### config.mk
export PLATFORM = sky130hd
export DESIGN_NAME = controller
export DESIGN_NICKNAME = d
export VERILOG_FILES = /design/src/common/riscv_isa_pkg.sv /design/src/common/core_ctrl_pkg.sv /design/src/hw/controller/main_decoder.sv /design/src/hw/controller/alu_decoder.sv /design/src/hw/controller/controller.sv
export SDC_FILE = /design/constraint.sdc
export NUM_CORES = 1
export LEC_CHECK = 0
export CORE_AREA = 2 2 39 41
export DETAILED_ROUTE_END_ITERATION = 12
export DIE_AREA = 0 0 41 43
export DONT_BUFFER_PORTS = 1
export PLACE_DENSITY_LB_ADDON = 0.05
export SLEW_MARGIN = 20
export SYNTH_ARGS = -nofsm -noshare
export SYNTH_HDL_FRONTEND = slang
export SYNTH_SLANG_ARGS = --single-unit
### constraint.sdc
create_clock -name vclk -period 0.9
set_input_delay 0.09 -clock vclk [all_inputs]
set_output_delay 0.09 -clock vclk [all_outputs]
set_load 0.05 [all_outputs]
### src/common/riscv_isa_pkg.sv
//~~~~~~~~~~~~~~~~~~~~
// rv32i subset isa definitions
// instruction formats, opcodes and funct3 codes
//~~~~~~~~~~~~~~~~~~~~
`default_nettype none

package riscv_isa_pkg;

	localparam int xlen = 32;

	typedef struct packed {
		logic [6:0] funct7;
		logic [4:0] rs2;
		logic [4:0] rs1;
		logic [2:0] funct3;
		logic [4:0] rd;
		logic [6:0] opcode;
	} r_fmt_t;

	typedef struct packed {
		logic [11:0] imm11_0;
		logic [4:0]  rs1;
		logic [2:0]  funct3;
		logic [4:0]  rd;
		logic [6:0]  opcode;
	} i_fmt_t;

	typedef struct packed {
		logic [6:0] imm11_5;
		logic [4:0] rs2;
		logic [4:0] rs1;
		logic [2:0] funct3;
		logic [4:0] imm4_0;
		logic [6:0] opcode;
	} s_fmt_t;

	typedef struct packed {
		logic       imm12;
		logic [5:0] imm10_5;
		logic [4:0] rs2;
		logic [4:0] rs1;
		logic [2:0] funct3;
		logic [3:0] imm4_1;
		logic       imm11;
		logic [6:0] opcode;
	} b_fmt_t;

	typedef struct packed {
		logic       imm20;
		logic [9:0] imm10_1;
		logic       imm11;
		logic [7:0] imm19_12;
		logic [4:0] rd;
		logic [6:0] opcode;
	} j_fmt_t;

	// one word, five ways to read it
	typedef union packed {
		r_fmt_t r;
		i_fmt_t i;
		s_fmt_t s;
		b_fmt_t b;
		j_fmt_t j;
	} instr_t;

	localparam logic [6:0] op_rtype  = 7'b0110011;
	localparam logic [6:0] op_itype  = 7'b0010011;
	localparam logic [6:0] op_load   = 7'b0000011;
	localparam logic [6:0] op_store  = 7'b0100011;
	localparam logic [6:0] op_branch = 7'b1100011;
	localparam logic [6:0] op_jal    = 7'b1101111;

	localparam logic [2:0] f3_add  = 3'b000; // also sub
	localparam logic [2:0] f3_sll  = 3'b001;
	localparam logic [2:0] f3_slt  = 3'b010;
	localparam logic [2:0] f3_sltu = 3'b011;
	localparam logic [2:0] f3_xor  = 3'b100;
	localparam logic [2:0] f3_srl  = 3'b101; // also sra
	localparam logic [2:0] f3_or   = 3'b110;
	localparam logic [2:0] f3_and  = 3'b111;

	localparam logic [31:0] nop_instr = 32'h0000_0013; // addi x0, x0, 0

endpackage

`default_nettype wire

### src/common/core_ctrl_pkg.sv
//~~~~~~~~~~~~~~~~~~~~
// core control definitions
// control word, alu codes and store port bus
//~~~~~~~~~~~~~~~~~~~~
`default_nettype none

package core_ctrl_pkg;

	// {funct7[5], funct3}
	typedef enum logic [3:0] {
		alu_add  = 4'b0000,
		alu_sll  = 4'b0001,
		alu_slt  = 4'b0010,
		alu_sltu = 4'b0011,
		alu_xor  = 4'b0100,
		alu_srl  = 4'b0101,
		alu_or   = 4'b0110,
		alu_and  = 4'b0111,
		alu_sub  = 4'b1000,
		alu_sra  = 4'b1101
	} alu_op_e;

	typedef enum logic [1:0] {
		class_add = 2'b00, // lw, sw, jal
		class_sub = 2'b01, // beq compare
		class_reg = 2'b10,
		class_imm = 2'b11
	} alu_class_e;

	typedef enum logic [1:0] {
		res_alu = 2'b00,
		res_mem = 2'b01,
		res_pc4 = 2'b10
	} result_sel_e;

	typedef struct packed {
		logic        reg_write;
		logic        alu_src_imm;
		logic        mem_write;
		logic        branch;
		logic        jump;
		result_sel_e result_sel;
	} ctrl_t;

	typedef struct packed {
		logic                          valid;
		logic [riscv_isa_pkg::xlen-1:0] addr;
		logic [riscv_isa_pkg::xlen-1:0] data;
	} store_bus_t;

	localparam int dmem_words = 64;

endpackage

`default_nettype wire

### src/hw/controller/main_decoder.sv
//~~~~~~~~~~~~~~~~~~~~
// main decoder
// opcode to control word and alu class
//~~~~~~~~~~~~~~~~~~~~
`timescale 1ns/1ps
`default_nettype none

module main_decoder (
	input  logic [6:0]                opcode,
	input  logic [2:0]                funct3,
	output core_ctrl_pkg::ctrl_t      ctrl,
	output core_ctrl_pkg::alu_class_e alu_class
);

	import riscv_isa_pkg::*;
	import core_ctrl_pkg::*;

	logic imm_shift;

	assign imm_shift = (funct3 == f3_sll) || (funct3 == f3_srl);

	always_comb begin
		// no-op word unless the opcode says otherwise
		ctrl       = '0;
		ctrl.result_sel = res_alu;
		alu_class  = class_add;
		case (opcode)
			op_rtype: begin
				ctrl.reg_write = 1'b1;
				alu_class      = class_reg;
			end
			op_itype: begin
				if (!imm_shift) begin // slli/srli/srai unsupported
					ctrl.reg_write   = 1'b1;
					ctrl.alu_src_imm = 1'b1;
					alu_class        = class_imm;
				end
			end
			op_load: begin
				ctrl.reg_write   = 1'b1;
				ctrl.alu_src_imm = 1'b1;
				ctrl.result_sel  = res_mem;
			end
			op_store: begin
				ctrl.alu_src_imm = 1'b1;
				ctrl.mem_write   = 1'b1;
			end
			op_branch: begin
				ctrl.branch = 1'b1;
				alu_class   = class_sub; // compare by subtracting
			end
			op_jal: begin
				ctrl.reg_write  = 1'b1;
				ctrl.jump       = 1'b1;
				ctrl.result_sel = res_pc4; // link value
			end
			default: ; // illegal op, stays a no-op
		endcase
	end

endmodule

`default_nettype wire

### src/hw/controller/alu_decoder.sv
//~~~~~~~~~~~~~~~~~~~~
// alu decoder
// class, funct3 and funct7[5] to alu op
//~~~~~~~~~~~~~~~~~~~~
`timescale 1ns/1ps
`default_nettype none

module alu_decoder (
	input  core_ctrl_pkg::alu_class_e alu_class,
	input  logic [2:0]                funct3,
	input  logic                      funct7_5,
	output core_ctrl_pkg::alu_op_e    alu_op
);

	import riscv_isa_pkg::*;
	import core_ctrl_pkg::*;

	logic alt; // sub / sra, register form only

	assign alt = (alu_class == class_reg) && funct7_5;

	always_comb begin
		alu_op = alu_add;
		case (alu_class)
			class_add: alu_op = alu_add;
			class_sub: alu_op = alu_sub;
			class_reg, class_imm: begin
				case (funct3)
					f3_add:  alu_op = alt ? alu_sub : alu_add;
					f3_sll:  alu_op = alu_sll;
					f3_slt:  alu_op = alu_slt;
					f3_sltu: alu_op = alu_sltu;
					f3_xor:  alu_op = alu_xor;
					f3_srl:  alu_op = alt ? alu_sra : alu_srl;
					f3_or:   alu_op = alu_or;
					f3_and:  alu_op = alu_and;
				endcase
			end
		endcase
	end

endmodule

`default_nettype wire

### src/hw/controller/controller.sv
//~~~~~~~~~~~~~~~~~~~~
// instruction controller
// main and alu decoders plus pc select
//~~~~~~~~~~~~~~~~~~~~
`timescale 1ns/1ps
`default_nettype none

module controller (
	input  riscv_isa_pkg::instr_t   instr,
	input  logic                    zero,
	output core_ctrl_pkg::ctrl_t    ctrl,
	output core_ctrl_pkg::alu_op_e  alu_op,
	output logic                    pc_src
);

	import core_ctrl_pkg::*;

	alu_class_e alu_class;

	main_decoder md0 (
		.opcode    (instr.r.opcode),
		.funct3    (instr.r.funct3),
		.ctrl      (ctrl),
		.alu_class (alu_class)
	);

	alu_decoder ad0 (
		.alu_class (alu_class),
		.funct3    (instr.r.funct3),
		.funct7_5  (instr.r.funct7[5]),
		.alu_op    (alu_op)
	);

	// taken beq or any jal
	assign pc_src = (ctrl.branch & zero) | ctrl.jump;

	// a store never also writes back a register
	always_comb begin
		assert (!(ctrl.mem_write && ctrl.reg_write))
			else $error("controller: mem_write and reg_write both set");
	end

endmodule

`default_nettype wire

======== Word-level counts from Yosys, hierarchy flattened ========
Index checks and enable logic that the tools add are counted.
operators by class
  equal/unequal tests ..................... 16
  multiplexer cells ....................... 12
  bitwise operators ....................... 2
  reductions and logical operators ........ 7
operator list
  operator                                                                number
  4-bit case mux with 8 select lines                                      1
  7-bit by 6-bit equality test with 1-bit output (second input constant)  2
  7-bit equality test (second input constant)                             2
  3-bit equality test (second input constant)                             4
  4-bit case mux with 3 select lines                                      1
  4-bit two-way mux                                                       2
  7-bit by 2-bit equality test with 1-bit output (second input constant)  1
  7-bit by 5-bit equality test with 1-bit output (second input constant)  1
  3-bit by 2-bit equality test with 1-bit output (second input constant)  2
  2-bit case mux with 3 select lines                                      1
  2-bit equality test (second input constant)                             2
  1-bit case mux with 2 select lines                                      2
  2-bit case mux with 2 select lines                                      1
  2-bit OR reduction                                                      2
  3-bit by 1-bit equality test with 1-bit output (second input constant)  1
  3-bit zero test                                                         1
  1-bit two-way mux                                                       3
  3-bit OR reduction                                                      1
  2-bit by 1-bit equality test with 1-bit output (second input constant)  1
  2-bit zero test                                                         1
  2-bit two-way mux                                                       1
  1-bit bitwise AND                                                       1
  1-bit logical AND                                                       1
  1-bit logical OR                                                        1
  1-bit bitwise OR                                                        1
storage, ports and cells
  flip-flop bits (word level) ............. 0
  output and inout port bits .............. 12
  word-level logic and storage cells ...... 37

======== Longest topological paths before layout ========
  depth after elaboration ................. 9
  mapped depth ............................ 3
  mapped depth without buffers ............ 3

======== Hierarchy ========
From an unflattened synthesis, not the netlist that was laid out.
unflattened totals
  cell total of the unflattened synthesis .. 30
  area, all modules ....................... 220.2 um^2
by module, submodules not included
  module        times used  cells each  area an instance (um^2)
  main_decoder  1           22          157.7
  alu_decoder   1           7           55.1
  controller    1           1           7.5

======== Worst setup path before layout ========
No wires, ideal clock.
  path type ............................... input -> output
  from .................................... in instr[3] in the netlist's numbering
  to ...................................... out ctrl[0] in the netlist's numbering
  arrival time ............................ 1.783 ns
  required time ........................... 0.810 ns
  path slack .............................. -0.973 ns
  stages .................................. 2
  path through ............................ nand4bb_4 > nor4_1
RTL lines
  element             line              RTL
  start: declaration  controller.sv:9   input riscv_isa_pkg::instr_t instr,
  end: declaration    controller.sv:11  output core_ctrl_pkg::ctrl_t ctrl,

======== Worst setup path after layout ========
  from .................................... in instr[13] in the netlist's numbering
  to ...................................... out alu_op[3]
on the way
  longest elaborated chain between the ends .. 9
  elaborated cells on any way between the ends .. 21
  those cells by class .................... eq/ne: 10; mux: 6; reduce/logical: 5
ends and longest elaborated chain
  element                                                                                line                                   RTL
  3-bit by 1-bit equality test with 1-bit output or 3-bit equality test (tied branches)  main_decoder.sv:20, alu_decoder.sv:28
  1-bit logical OR                                                                       main_decoder.sv:20                     assign imm_shift = (funct3 == f3_sll) || (funct3 == f3_srl);
  2-bit two-way mux                                                                      main_decoder.sv:33                     if (!imm_shift) begin
  2-bit case mux with 3 select lines                                                     main_decoder.sv:27                     case (opcode)
  2-bit equality test                                                                    alu_decoder.sv:20, alu_decoder.sv:24
  1-bit logical AND                                                                      alu_decoder.sv:20                      assign alt = (alu_class == class_reg) && funct7_5;
  4-bit two-way mux (on tied branches)                                                   alu_decoder.sv:34, alu_decoder.sv:29
  4-bit case mux with 8 select lines                                                     alu_decoder.sv:28                      case (funct3)
  4-bit case mux with 3 select lines (*)                                                 alu_decoder.sv:24                      case (alu_class)
  end: declaration                                                                       controller.sv:12                       output core_ctrl_pkg::alu_op_e alu_op,
Every way passes the cells marked *; elsewhere a longest branch is shown, timed or not.

==> impl_metrics.tcl <==
set metrics [dict create \
    synth_nets 61 \
    cp-start-kind "primary input" \
    routed_via_density 4.57 \
    ys_types 21 \
    dieArea_sq_um 1760 \
    drive_above_1_share 0.676 \
    syn-mean-instance-area_sq_um 7.19 \
    maxCapViolCount 0 \
    max_freq_mhz 973 \
    cp-end-kind "primary output" \
    grt_max_degree 10 \
    dr_total_vias 242 \
    violations "negative setup slack" \
    rsz0062_at_grt "yes" \
    placed_cell_area_sq_um 373 \
    criticalPathCategory "in -> out" \
    slew_viol_final 0 \
    gp_routability_congestion 0.570 \
    required_ns 0.81 \
    cts_setup_buffers 0 \
    setup-violations-final 4 \
    synth-compound-area-share 0.174 \
    grt_pass1_vias 231 \
    drc 0 \
    hold_end "ctrl[0]" \
    period_needed_ns 1.03 \
    regArea_sq_um 0 \
    dr.pass1.iters 2 \
    nNetsFinal 72 \
    drt_wl_total_um 661 \
    multi_input_area_sq_um 275 \
    netlist_top_cells_count "nand2_1, nor2_1, and2_1" \
    powerDensity_nw_per_um2 198 \
    fin_ws_ns -0.128 \
    yosys.area_share.adder 0 \
    hold_buffers 0 \
    peakVddDrop_mv 0.0585 \
    clock_buffers 0 \
    worstHoldPathType "in -> out" \
    wl_per_cell_um 12.5 \
    grt_util_all_layers 0.0719 \
    synth_top_area_frac 0.137 \
    min_from "instr[6]" \
    slew_headroom 0.832 \
    grt_pass1_wl_um 979 \
    synth_area_leaders "nand4bb_4, nand2_1, nor2_1" \
    fp.coreArea_sq_um 1380 \
    mostFrequentLayoutCells "nand2_1, buf_4, buf_6" \
    synth_top_family_by_area "simple AND/OR/NAND/NOR gates" \
    seq_cell_count 0 \
    synth_xor_area_frac 0.0435 \
    tightest_slew_ns 0.251 \
    tns_ns -0.256 \
    diodes 0 \
    grt_antenna_before_repair 0 \
    rows 14 \
    top_level_ports 45 \
    cp.arrival_ns 0.94 \
    path_max_fanout 4 \
    finish.instance_area_sq_um 399 \
    whs_path_depth 2 \
    status "finished with violations" \
    p_total_uw 79.2 \
    die_x_um 41 \
    areaGrowthSynthToFinish_pct 98.1 \
    die_y_um 43 \
    yosysWarnings 0 \
    period_share 1.14 \
    antenna_left 0 \
    syn_inst 28 \
    synth_top_cell_by_area "nand4bb_4" \
    fin_util 0.288 \
    placement.io_buffers 0 \
    initial_core_util 0.146 \
    synthMuxAreaShare 0 \
    drt_iter0_markers 2 \
    dp_hpwl_um 596 \
    grt_overflow 0 \
    seq_area_frac_synth 0 \
    hold_viol_final 0 \
    fillers 145 \
    synthesis.area_sq_um 201 \
    synth-simple-area-share 0.783 \
    leakagePower_uw 0.000134 \
]
==> per-stage QoR <==
step / hold slack, ns / cells / setup slack, ns
2_1_floorplan: 0.246 / 28 / -0.307
3_3_place_gp: 0.342 / 53 / -0.135
3_5_place_dp: 0.342 / 53 / -0.143
4_1_cts: 0.342 / 53 / -0.128
5_1_grt: 0.346 / 53 / -0.154
6_report: 0.342 / 53 / -0.128
==> worst max-delay path by stage <==
stage                      to  slack [ns]  startpoint  cells past startpoint
floorplan             ctrl[6]       -0.31    instr[4]                      3
global placement    alu_op[3]       -0.14   instr[13]                      4
detailed placement  alu_op[3]       -0.14   instr[13]                      4
CTS                 alu_op[3]       -0.13   instr[13]                      4
global route        alu_op[3]       -0.15   instr[13]                      4
finish              alu_op[3]       -0.13   instr[13]                      4
==> timing repair <==
item	in CTS	in global routing
setup endpoints to repair	5	7
gates cloned	0	0
gates resized for setup	1	5
pin swaps	4	4
==> layout make-up <==
class                      count  area share
tap                           16      0.0502
timing repair buffer           9       0.260
multi-input combinational     28       0.690
==> routing by layer <==
| layer | vias up | wire length, um | global-route usage |
|---|---|---|---|
| li1 | 124 | - | - |
| met1 | 103 | 234 | 0.101 |
| met2 | 15 | 336 | 0.116 |
| met3 | 0 | 90 | 0.0157 |
| met4 | 0 | 0 | 0 |
| met5 | - | 0 | 0 |
==> power breakdown <==
part	internal [uW]	total (uW)	switching (uW)
clock	0	0	0
sequential	0	0	0
combinational	35.1	79.2	44.0
total	35.1	79.2	44.0
==> kinds of logic after synthesis <==
kind of cell     count (synthesis)
XOR/XNOR                         1
AND/OR/NAND/NOR                 22
AO/OA/AOI/OAI                    5
==> critical path: stages <==
cell      delay, ns
nand4b_1       0.14
or3_4          0.38
a21oi_4        0.17
buf_12         0.15
(Power assumes the default switching activity.)
