[config.mk]
export PLATFORM = sky130hd
export DESIGN_NAME = datapath
export DESIGN_NICKNAME = d
export VERILOG_FILES = /design/src/common/riscv_isa_pkg.sv /design/src/common/core_ctrl_pkg.sv /design/src/hw/datapath/alu.sv /design/src/hw/datapath/register_file.sv /design/src/hw/datapath/datapath.sv
export SDC_FILE = /design/constraint.sdc
export NUM_CORES = 2
export LEC_CHECK = 0
export ABC_CLOCK_PERIOD_IN_PS = 8100
export BUFFER_PORTS_ARGS = -buffer_cell sky130_fd_sc_hd__buf_4
export CAP_MARGIN = 10
export CORE_MARGIN = 4
export CORE_UTILIZATION = 55
export CTS_CLUSTER_SIZE = 30
export DETAILED_ROUTE_END_ITERATION = 10
export PLACE_DENSITY = 0.72
export SYNTH_ARGS = -nofsm -noshare
export SYNTH_HDL_FRONTEND = slang
export SYNTH_SLANG_ARGS = --single-unit
export TNS_END_PERCENT = 20
[constraint.sdc]
create_clock -name clk -period 8.1 [get_ports clk]
set_clock_uncertainty 0.1 [all_clocks]
set_input_delay 0 -clock clk [delete_from_list [all_inputs] [get_ports clk]]
set_output_delay 0 -clock clk [all_outputs]
set_load 0.01 [all_outputs]
[src/common/riscv_isa_pkg.sv]
//~~~~~~~~~~~~~~~~~~~~
// rv32i subset isa definitions
// instruction formats, opcodes and funct3 codes
//~~~~~~~~~~~~~~~~~~~~
`default_nettype none

package riscv_isa_pkg;

	localparam int xlen = 32;

	typedef struct packed {
		logic [6:0] funct7;
		logic [4:0] rs2;
		logic [4:0] rs1;
		logic [2:0] funct3;
		logic [4:0] rd;
		logic [6:0] opcode;
	} r_fmt_t;

	typedef struct packed {
		logic [11:0] imm11_0;
		logic [4:0]  rs1;
		logic [2:0]  funct3;
		logic [4:0]  rd;
		logic [6:0]  opcode;
	} i_fmt_t;

	typedef struct packed {
		logic [6:0] imm11_5;
		logic [4:0] rs2;
		logic [4:0] rs1;
		logic [2:0] funct3;
		logic [4:0] imm4_0;
		logic [6:0] opcode;
	} s_fmt_t;

	typedef struct packed {
		logic       imm12;
		logic [5:0] imm10_5;
		logic [4:0] rs2;
		logic [4:0] rs1;
		logic [2:0] funct3;
		logic [3:0] imm4_1;
		logic       imm11;
		logic [6:0] opcode;
	} b_fmt_t;

	typedef struct packed {
		logic       imm20;
		logic [9:0] imm10_1;
		logic       imm11;
		logic [7:0] imm19_12;
		logic [4:0] rd;
		logic [6:0] opcode;
	} j_fmt_t;

	// one word, five ways to read it
	typedef union packed {
		r_fmt_t r;
		i_fmt_t i;
		s_fmt_t s;
		b_fmt_t b;
		j_fmt_t j;
	} instr_t;

	localparam logic [6:0] op_rtype  = 7'b0110011;
	localparam logic [6:0] op_itype  = 7'b0010011;
	localparam logic [6:0] op_load   = 7'b0000011;
	localparam logic [6:0] op_store  = 7'b0100011;
	localparam logic [6:0] op_branch = 7'b1100011;
	localparam logic [6:0] op_jal    = 7'b1101111;

	localparam logic [2:0] f3_add  = 3'b000; // also sub
	localparam logic [2:0] f3_sll  = 3'b001;
	localparam logic [2:0] f3_slt  = 3'b010;
	localparam logic [2:0] f3_sltu = 3'b011;
	localparam logic [2:0] f3_xor  = 3'b100;
	localparam logic [2:0] f3_srl  = 3'b101; // also sra
	localparam logic [2:0] f3_or   = 3'b110;
	localparam logic [2:0] f3_and  = 3'b111;

	localparam logic [31:0] nop_instr = 32'h0000_0013; // addi x0, x0, 0

endpackage

`default_nettype wire

[src/common/core_ctrl_pkg.sv]
//~~~~~~~~~~~~~~~~~~~~
// core control definitions
// control word, alu codes and store port bus
//~~~~~~~~~~~~~~~~~~~~
`default_nettype none

package core_ctrl_pkg;

	// {funct7[5], funct3}
	typedef enum logic [3:0] {
		alu_add  = 4'b0000,
		alu_sll  = 4'b0001,
		alu_slt  = 4'b0010,
		alu_sltu = 4'b0011,
		alu_xor  = 4'b0100,
		alu_srl  = 4'b0101,
		alu_or   = 4'b0110,
		alu_and  = 4'b0111,
		alu_sub  = 4'b1000,
		alu_sra  = 4'b1101
	} alu_op_e;

	typedef enum logic [1:0] {
		class_add = 2'b00, // lw, sw, jal
		class_sub = 2'b01, // beq compare
		class_reg = 2'b10,
		class_imm = 2'b11
	} alu_class_e;

	typedef enum logic [1:0] {
		res_alu = 2'b00,
		res_mem = 2'b01,
		res_pc4 = 2'b10
	} result_sel_e;

	typedef struct packed {
		logic        reg_write;
		logic        alu_src_imm;
		logic        mem_write;
		logic        branch;
		logic        jump;
		result_sel_e result_sel;
	} ctrl_t;

	typedef struct packed {
		logic                          valid;
		logic [riscv_isa_pkg::xlen-1:0] addr;
		logic [riscv_isa_pkg::xlen-1:0] data;
	} store_bus_t;

	localparam int dmem_words = 64;

endpackage

`default_nettype wire

[src/hw/datapath/alu.sv]
//~~~~~~~~~~~~~~~~~~~~
// 32-bit alu
// add, sub, logic, shifts, compares, zero flag
//~~~~~~~~~~~~~~~~~~~~
`timescale 1ns/1ps
`default_nettype none

module alu (
	input  logic [riscv_isa_pkg::xlen-1:0] a,
	input  logic [riscv_isa_pkg::xlen-1:0] b,
	input  core_ctrl_pkg::alu_op_e         op,
	output logic [riscv_isa_pkg::xlen-1:0] y,
	output logic                           zero
);

	import riscv_isa_pkg::*;
	import core_ctrl_pkg::*;

	logic [4:0] shamt;

	assign shamt = b[4:0];

	always_comb begin
		case (op)
			alu_add:  y = a + b;
			alu_sub:  y = a - b;
			alu_sll:  y = a << shamt;
			alu_slt:  y = {{(xlen-1){1'b0}}, $signed(a) < $signed(b)};
			alu_sltu: y = {{(xlen-1){1'b0}}, a < b};
			alu_xor:  y = a ^ b;
			alu_srl:  y = a >> shamt;
			alu_sra:  y = $unsigned($signed(a) >>> shamt); // keeps sign
			alu_or:   y = a | b;
			alu_and:  y = a & b;
			default:  y = '0;
		endcase
	end

	assign zero = (y == '0);

	always_comb begin
		assert (op inside {alu_add, alu_sub, alu_sll, alu_slt, alu_sltu,
		                   alu_xor, alu_srl, alu_sra, alu_or, alu_and})
			else $error("alu: undefined op %b", op);
	end

endmodule

`default_nettype wire

[src/hw/datapath/register_file.sv]
//~~~~~~~~~~~~~~~~~~~~
// register file, 32 x 32
// two async reads, one clocked write, x0 is zero
//~~~~~~~~~~~~~~~~~~~~
`timescale 1ns/1ps
`default_nettype none

module register_file (
	input  logic                           clk,
	input  logic                           rst,
	input  logic [4:0]                     ra1,
	input  logic [4:0]                     ra2,
	input  logic [4:0]                     wa,
	input  logic                           we,
	input  logic [riscv_isa_pkg::xlen-1:0] wd,
	output logic [riscv_isa_pkg::xlen-1:0] rd1,
	output logic [riscv_isa_pkg::xlen-1:0] rd2
);

	import riscv_isa_pkg::*;

	logic [xlen-1:0] regs [32];

	always_ff @(posedge clk) begin
		if (rst)
			regs <= '{default: '0};
		else if (we && (wa != 5'd0)) // x0 stays put
			regs[wa] <= wd;
	end

	assign rd1 = regs[ra1];
	assign rd2 = regs[ra2];

	// x0 must still read zero after any number of writes
	a_x0_zero: assert property (@(posedge clk) disable iff (rst)
		(ra1 == 5'd0) |-> (rd1 == '0))
		else $error("register_file: x0 read back nonzero");

endmodule

`default_nettype wire

[src/hw/datapath/datapath.sv]
//~~~~~~~~~~~~~~~~~~~~
// single-cycle datapath
// pc, immediates, register file, alu and muxes
//~~~~~~~~~~~~~~~~~~~~
`timescale 1ns/1ps
`default_nettype none

module datapath (
	input  logic                            clk,
	input  logic                            rst,
	input  riscv_isa_pkg::instr_t           instr,
	input  core_ctrl_pkg::ctrl_t            ctrl,
	input  core_ctrl_pkg::alu_op_e          alu_op,
	input  logic                            pc_src,
	input  logic [riscv_isa_pkg::xlen-1:0]  mem_rdata,
	output logic [riscv_isa_pkg::xlen-1:0]  pc,
	output logic                            zero,
	output logic [riscv_isa_pkg::xlen-1:0]  alu_result,
	output logic [riscv_isa_pkg::xlen-1:0]  rs2_data
);

	import riscv_isa_pkg::*;
	import core_ctrl_pkg::*;

	logic [xlen-1:0] pc_plus4, pc_target, pc_next;
	logic [xlen-1:0] imm_i, imm_s, imm_b, imm_j;
	logic [xlen-1:0] rs1_data, src_b, result;

	always_ff @(posedge clk) begin
		if (rst)
			pc <= '0;
		else
			pc <= pc_next;
	end

	// sign-extended immediates, one per format
	assign imm_i = {{20{instr.i.imm11_0[11]}}, instr.i.imm11_0};
	assign imm_s = {{20{instr.s.imm11_5[6]}}, instr.s.imm11_5, instr.s.imm4_0};
	assign imm_b = {{19{instr.b.imm12}}, instr.b.imm12, instr.b.imm11,
	                instr.b.imm10_5, instr.b.imm4_1, 1'b0};
	assign imm_j = {{11{instr.j.imm20}}, instr.j.imm20, instr.j.imm19_12,
	                instr.j.imm11, instr.j.imm10_1, 1'b0};

	assign pc_plus4  = pc + 32'd4;
	assign pc_target = pc + (ctrl.jump ? imm_j : imm_b);
	assign pc_next   = pc_src ? pc_target : pc_plus4;

	register_file rf0 (
		.clk (clk),
		.rst (rst),
		.ra1 (instr.r.rs1),
		.ra2 (instr.r.rs2),
		.wa  (instr.r.rd),
		.we  (ctrl.reg_write),
		.wd  (result),
		.rd1 (rs1_data),
		.rd2 (rs2_data)
	);

	// stores take the s-immediate, everything else the i-immediate
	assign src_b = !ctrl.alu_src_imm ? rs2_data :
	               ctrl.mem_write    ? imm_s    : imm_i;

	alu alu0 (
		.a    (rs1_data),
		.b    (src_b),
		.op   (alu_op),
		.y    (alu_result),
		.zero (zero)
	);

	always_comb begin
		case (ctrl.result_sel)
			res_mem: result = mem_rdata;
			res_pc4: result = pc_plus4;
			default: result = alu_result;
		endcase
	end

endmodule

`default_nettype wire

# Word level (Yosys, flattened, before mapping)
# Cells that the tools add are included.
totals:
  reg_bits: 1056
  out_inout_bits: 97
  inputBits: 78
  word_cells: 83
classes:
  bitwise_logic: 6
  shift: 3
  add_sub_neg: 4
  eq_ne: 11
  n_mux: 15
  reduce_logical: 5
  order_cmp: 6
ops:
  columns: ["op", "n"]
  rows:
  - ["bitwise mux 1024 bit", 1]
  - ["binary-select mux 32 bit (select 5 bit)", 2]
  - ["one-hot mux 32 bit (10 select lines)", 1]
  - ["2-to-1 mux 32 bit", 7]
  - ["demux 32 bit (select 5 bit)", 1]
  - ["adder 32 bit", 2]
  - ["less-than comparator 32 bit", 2]
  - ["one-hot mux 32 bit (2 select lines)", 1]
  - ["adder 32 x 3 -> 32 bit, second input constant", 1]
  - ["bitwise AND 32 bit", 1]
  - ["logical NOT 32 bit", 1]
  - ["OR 32 bit", 1]
  - ["left shift 32 x 5 -> 32 bit", 1]
  - [">> shifter 32 x 5 -> 32 bit", 1]
  - [">>> shifter 32 x 5 -> 32 bit", 1]
  - ["subtractor 32 bit", 1]
  - ["bitwise XOR 32 bit", 1]
  - ["2-to-1 mux 20 bit", 1]
  - [">= comparator 6 bit, second input constant", 3]
  - ["inverter 5 -> 6 bit", 3]
  - ["== test 4 x 3 -> 1 bit, second input constant", 4]
  - ["== test 4 x 2 -> 1 bit, second input constant", 2]
  - ["== test 4 bit, second input constant", 2]
  - ["less-than comparator 6 x 1 -> 1 bit, second input constant", 1]
  - ["7 further kinds", 8]

# Logic depth before layout (Yosys ltp)
depth:
  depth_word: 9
  depth_mapped: 31
  mapped_depth_nobuf: 24

# By module
# A second synthesis with hierarchy kept.
hier_totals:
  cells_unflattened: 8932
  area_unflattened_um2: 66661.4
by_module_without_submodules:
  columns: ["module", "n_inst", "cells_each", "seq_area_each_um2", "area_per_inst_um2"]
  rows:
  - ["register_file", 1, 6848, 20499.7, 52630.5]
  - ["alu", 1, 1428, 0.0, 9625.5]
  - ["datapath", 1, 656, 620.6, 4405.5]

# Least setup slack after synthesis
# No wires, ideal clock.
synth_path:
  path_kind: "input-to-reg"
  from: "in instr[20] (netlist bit)"
  to: "reg rf0.regs[639] (netlist bit)"
  path_stages: 26
  n_path_buf: 7
  setup_slack_ns: 0.502
  arrival_time_ns: 7.397
  required_time_ns: 7.899
  setup_time_ns: 0.101
  cell_sequence: "clkbuf_1 -> buf_2 -> clkbuf_1 -> clkbuf_1 -> buf_1 -> buf_1 -> mux4_2 -> mux4_2 -> mux2_2 -> mux2i_1 -> inv_1 -> ha_1 -> or3_1 -> o22ai_1 -> o21ai_0 -> a211oi_1 -> a211oi_1 -> o41ai_1 -> a21oi_1 -> o311ai_1 -> a211oi_1 -> or4_1 -> nand3_1 -> nor2_1 -> buf_2 -> o41ai_1"
synth_between:
  elab_chain_len: 9
  elab_cells_between_ends: 17
  classes_between: "2 x add/sub; 3 x shift; 8 x mux; 4 x bitwise"
synth_rtl:
  columns: ["item", "line_no", "text"]
  rows:
  - ["start, declared", "datapath.sv:11", "input riscv_isa_pkg::instr_t instr,"]
  - ["inverter 5 -> 6 bit (not written as such) (*)", "register_file.sv:32", "assign rd2 = regs[ra2];"]
  - ["binary-select mux 32 bit (select 5 bit) (*)", "register_file.sv:32", null]
  - ["2-to-1 mux 32 bit (not written as such) (*) (2 in a row)", "register_file.sv:32", null]
  - ["via rs2_data (one bit)", "datapath.sv:19", "output logic [riscv_isa_pkg::xlen-1:0] rs2_data"]
  - ["2-to-1 mux 32 bit (*)", "datapath.sv:61", "assign src_b = !ctrl.alu_src_imm ? rs2_data :"]
  - ["subtractor 32 bit / adder 32 bit (equally long branches)", "alu.sv:26, alu.sv:25", null]
  - ["one-hot mux 32 bit (10 select lines) (*)", "alu.sv:24", "case (op)"]
  - ["via alu_result (one bit)", "datapath.sv:18", "output logic [riscv_isa_pkg::xlen-1:0] alu_result,"]
  - ["one-hot mux 32 bit (2 select lines) (*)", "datapath.sv:73", "case (ctrl.result_sel)"]
  - ["bitwise mux 1024 bit (*)", "register_file.sv:28", "regs[wa] <= wd;"]
  - ["end signal, assigned by index", "register_file.sv:28", null]
  - ["end, declared", "register_file.sv:22", "logic [xlen-1:0] regs [32];"]
# Mark *: on every way through the listed nets, which the timed path passes. The rest lies on a longest branch. The select of a mux whose other input is x is not followed.
# A chain may end at the register's enable or synchronous reset.

# Worst setup path after layout
layout_path:
  from: "reg rf0.regs[544] (netlist bit)"
  to: "out zero"
layout_between:
  elab_chain_len: 7
  elab_cells_between_ends: 19
  classes_between: "2 x add/sub; 2 x order compare; 3 x shift; 8 x mux; 3 x bitwise; 1 x reduce/logical"
layout_rtl:
  columns: ["item", "line_no", "text"]
  rows:
  - ["binary-select mux 32 bit (select 5 bit)", "register_file.sv:32", null]
  - ["2-to-1 mux 32 bit (not written as such) (2 in a row)", "register_file.sv:32", null]
  - ["2-to-1 mux 32 bit", "datapath.sv:61", null]
  - ["subtractor 32 bit, or another cell as far along", "alu.sv:26", "alu_sub: y = a - b;"]
  - ["one-hot mux 32 bit (10 select lines) (*)", "alu.sv:24", null]
  - ["logical NOT 32 bit (*)", "alu.sv:39", "assign zero = (y == '0);"]
  - ["end, declared", "datapath.sv:17", "output logic zero,"]
# Mark *: on every way between the ends. The rest lies on a longest branch, timed or not. The select of a mux whose other input is x is not followed.

==> flow_summary.ini <==
[synth]
synth.area.top_cells = dfxtp_1, mux4_2, mux2i_1
yosys.area.top_type_share_pct = 32.7
synthCells = 7911
ys_seq_area_share_pct = 32.7
synth_nets = 8126
synth_edf_count = 0
ys_ff_latch = 1055
async_reset_ff_share_pct = 0
synthDistinctLibCells = 88
postSynthAreaPerCell_um2 = 8.15
synth_area_um2 = 64500
synth_top_area_cell = dfxtp_1
synthFlopType = dfxtp_1
synth_warnings = 0

[detailed_routing]
final_antenna_net_count = 0
wl_met1_mm = 102
routed_wl_mm = 280
drc = 0
wl_met3_mm = 38.6
wl_per_cell_um = 30.2
top_layer = met5
drt_iter0_drc = 9846
route.met2.wl_mm = 118
routed_via_density = 6.95
dr.pass1.iters = 9
num_vias = 64500

[setup_path]
cp_slowest_cell = nor4_1
cp_max_fo = 3
cp-start-kind = register
critical_path.max_stage_delay_ns = 0.68
worstSetupPathType = reg2out
reg2reg_depth = 24
worstSetupEndpointType = primary output
worst-endpoint-required_ns = 8.00
worstPathArrival_ns = 7.85
cp_common_cell = buf_4

[clock_network]
clock_latency_ns = 0.75
post-cts-setup-buffers = 0
clkTransAtPathRegs_ns = 0.06
cts.sinks = 1055
htree_levels = 3
cts_tree = built
cts_root_buf = clkbuf_16
cts_inserted_buffers = 108
clockBufferDepth = 3

[layout]
nets = 7888
stdcell_area_um2 = 71000
layout_common_cells = nor2_1, a21oi_1, dfxtp_1
final_common_cell = nor2_1
layout.cells.non_filler = 9285
drive_above_1_share_pct = 13.4
num-fill-cells = 10100
syn2layout_area_growth_pct = 10.1

[die]
dieArea_um2 = 123000
ios = 175
coreArea_um2 = 116000
die_x_um = 350
rows = 125
initial_core_util_pct = 55.4
die_height_um = 350

[global_route]
grt_use_total_pct = 43.8
grt_max_degree = 205
overflow = 0
grt_pass1_wl_mm = 400
grt_pass1_vias = 60000
antenna_found_initial = 9

[sta]
relSlewSlack_pct = 3.98
worst_pin_slew_ns = 1.44
fmax_mhz = 126
setup_viol = 0
timing.final.crit_share_pct = 98.1
slew_viol_final = 0
min_period_ns = 7.95
grt_setup_unrepaired = no
finalHoldViolations = 0
setup_tns_ns = 0

[placed_design]
place.gp.congestion = 1.03
dp.cells = 9057
placed_area_um2 = 67000
portBuffers = 165
place_hpwl_mm = 179

[run]
maxCapViolCount = 0

[power]
powerDensity_nw_per_um2 = 186
total_power_w = 0.0132
ir_worst_vdd_uv = 203
leakage_nw = 27.6

[worst_hold_path]
min_delay_path_depth = 7
holdCritPathClass = in2reg

[outcome]
status = finished clean
final timing paths:
path | startpoint | to | slack, ns
max reg2reg | rf0.regs[544] | rf0.regs[639] | 0.48
max | rf0.regs[544] | zero | 0.15
min reg2reg | rf0.regs[569] | rf0.regs[569] | 0.37
min | mem_rdata[22] | rf0.regs[86] | 0.05
area by class of cell:
class | count | area [µm²] | area share (%)
Multi-Input combinational cell | 5976 | 40400 | 56.9
Clock inverter | 36 | 453 | 0.638
Inverter | 132 | 498 | 0.701
Tap cell | 1524 | 1910 | 2.69
Antenna cell | 4 | 10.0 | 0.0141
Clock buffer | 158 | 3210 | 4.53
Timing Repair Buffer | 400 | 3410 | 4.81
Sequential cell | 1055 | 21100 | 29.7
worst max-delay path: cells and delay by family, from the launching register on:
family	cells	cell delay (ns)
adders and majority gates	2	0.69
muxes	1	0.27
DFF	1	0.33
and+or+nand+nor	7	1.83
buffers and inverters	4	0.64
AOI/OAI and AO/OA	11	3.31
repair_timing:
item / 4_1_cts / 5_1_grt
hold endpoints to repair: 211 / 0
endpoints found under the setup margin: 0 / 2
resized for setup: 0 / 2
hold buffers: 29 / 0
kinds of logic (layout without fill, tap and decap cells):
group	count (synthesis)	in the layout	synth area share, %
other	1	5	0.00581
AOI/OAI and AO/OA	1901	1901	17.9
adders and majority gates	137	137	2.69
xor gates and xnor gates	74	74	1.00
DFF	1055	1055	32.7
muxes	982	982	21.2
and+or+nand+nor	2881	2881	18.8
buffers and inverters	880	726	5.60
power breakdown:
group	total (W)	switching, W	internal [W]
registers	0.00532	0.0000704	0.00525
clock network	0.00522	0.00225	0.00297
logic	0.00270	0.00185	0.000845
state kept, by name, summed over array words and instances, names as in the netlist:
name and cells:
rf0.regs 1024, pc 31
synthesized netlist by cell type, types with 17 or more instances:
| cell | count |
|---|---|
| nand4_1 | 19 |
| dfxtp_1 | 1055 |
| a31oi_1 | 17 |
| xor2_1 | 23 |
| o21ai_0 | 107 |
| o41ai_2 | 20 |
| ha_1 | 134 |
| a22oi_1 | 84 |
| o41ai_1 | 47 |
| and3_1 | 28 |
| nor4_1 | 43 |
| nand3_1 | 154 |
| nand2_1 | 860 |
| or3_1 | 21 |
| a21oi_1 | 1070 |
| mux2i_1 | 625 |
| a211oi_1 | 49 |
| clkbuf_1 | 506 |
| nand3b_1 | 70 |
| buf_2 | 160 |
| nand2b_1 | 39 |
| o211ai_1 | 40 |
| buf_1 | 60 |
| mux4_2 | 304 |
| o221ai_1 | 42 |
| mux2_2 | 53 |
| xnor2_1 | 51 |
| nor2b_1 | 62 |
| inv_1 | 124 |
| a221oi_1 | 36 |
| nor2_1 | 1437 |
| a21o_1 | 47 |
| nor3_1 | 93 |
| o22ai_1 | 205 |
stage by stage:
| step | util, % | setup WS [ns] | hold slack [ns] |
|---|---|---|---|
| after floorplan | - | 0.502 | 0.108 |
| after global placement | 57.6 | 0.622 | 0.351 |
| after detailed placement | 57.6 | 0.630 | 0.360 |
| after CTS | 61.0 | 0.357 | 0.00232 |
| after global routing | 61.0 | 0.0321 | 0.0330 |
| final | 61.0 | 0.152 | 0.0478 |
layer usage:
| metal | GRT usage (%) | vias to the layer above |
|---|---|---|
| met5 | 0 | - |
| met4 | 28.5 | 4 |
| met3 | 14.2 | 1147 |
| met2 | 64.9 | 4839 |
| met1 | 54.8 | 30900 |
| li1 | - | 27700 |
Power figures use the tool's default switching activity.
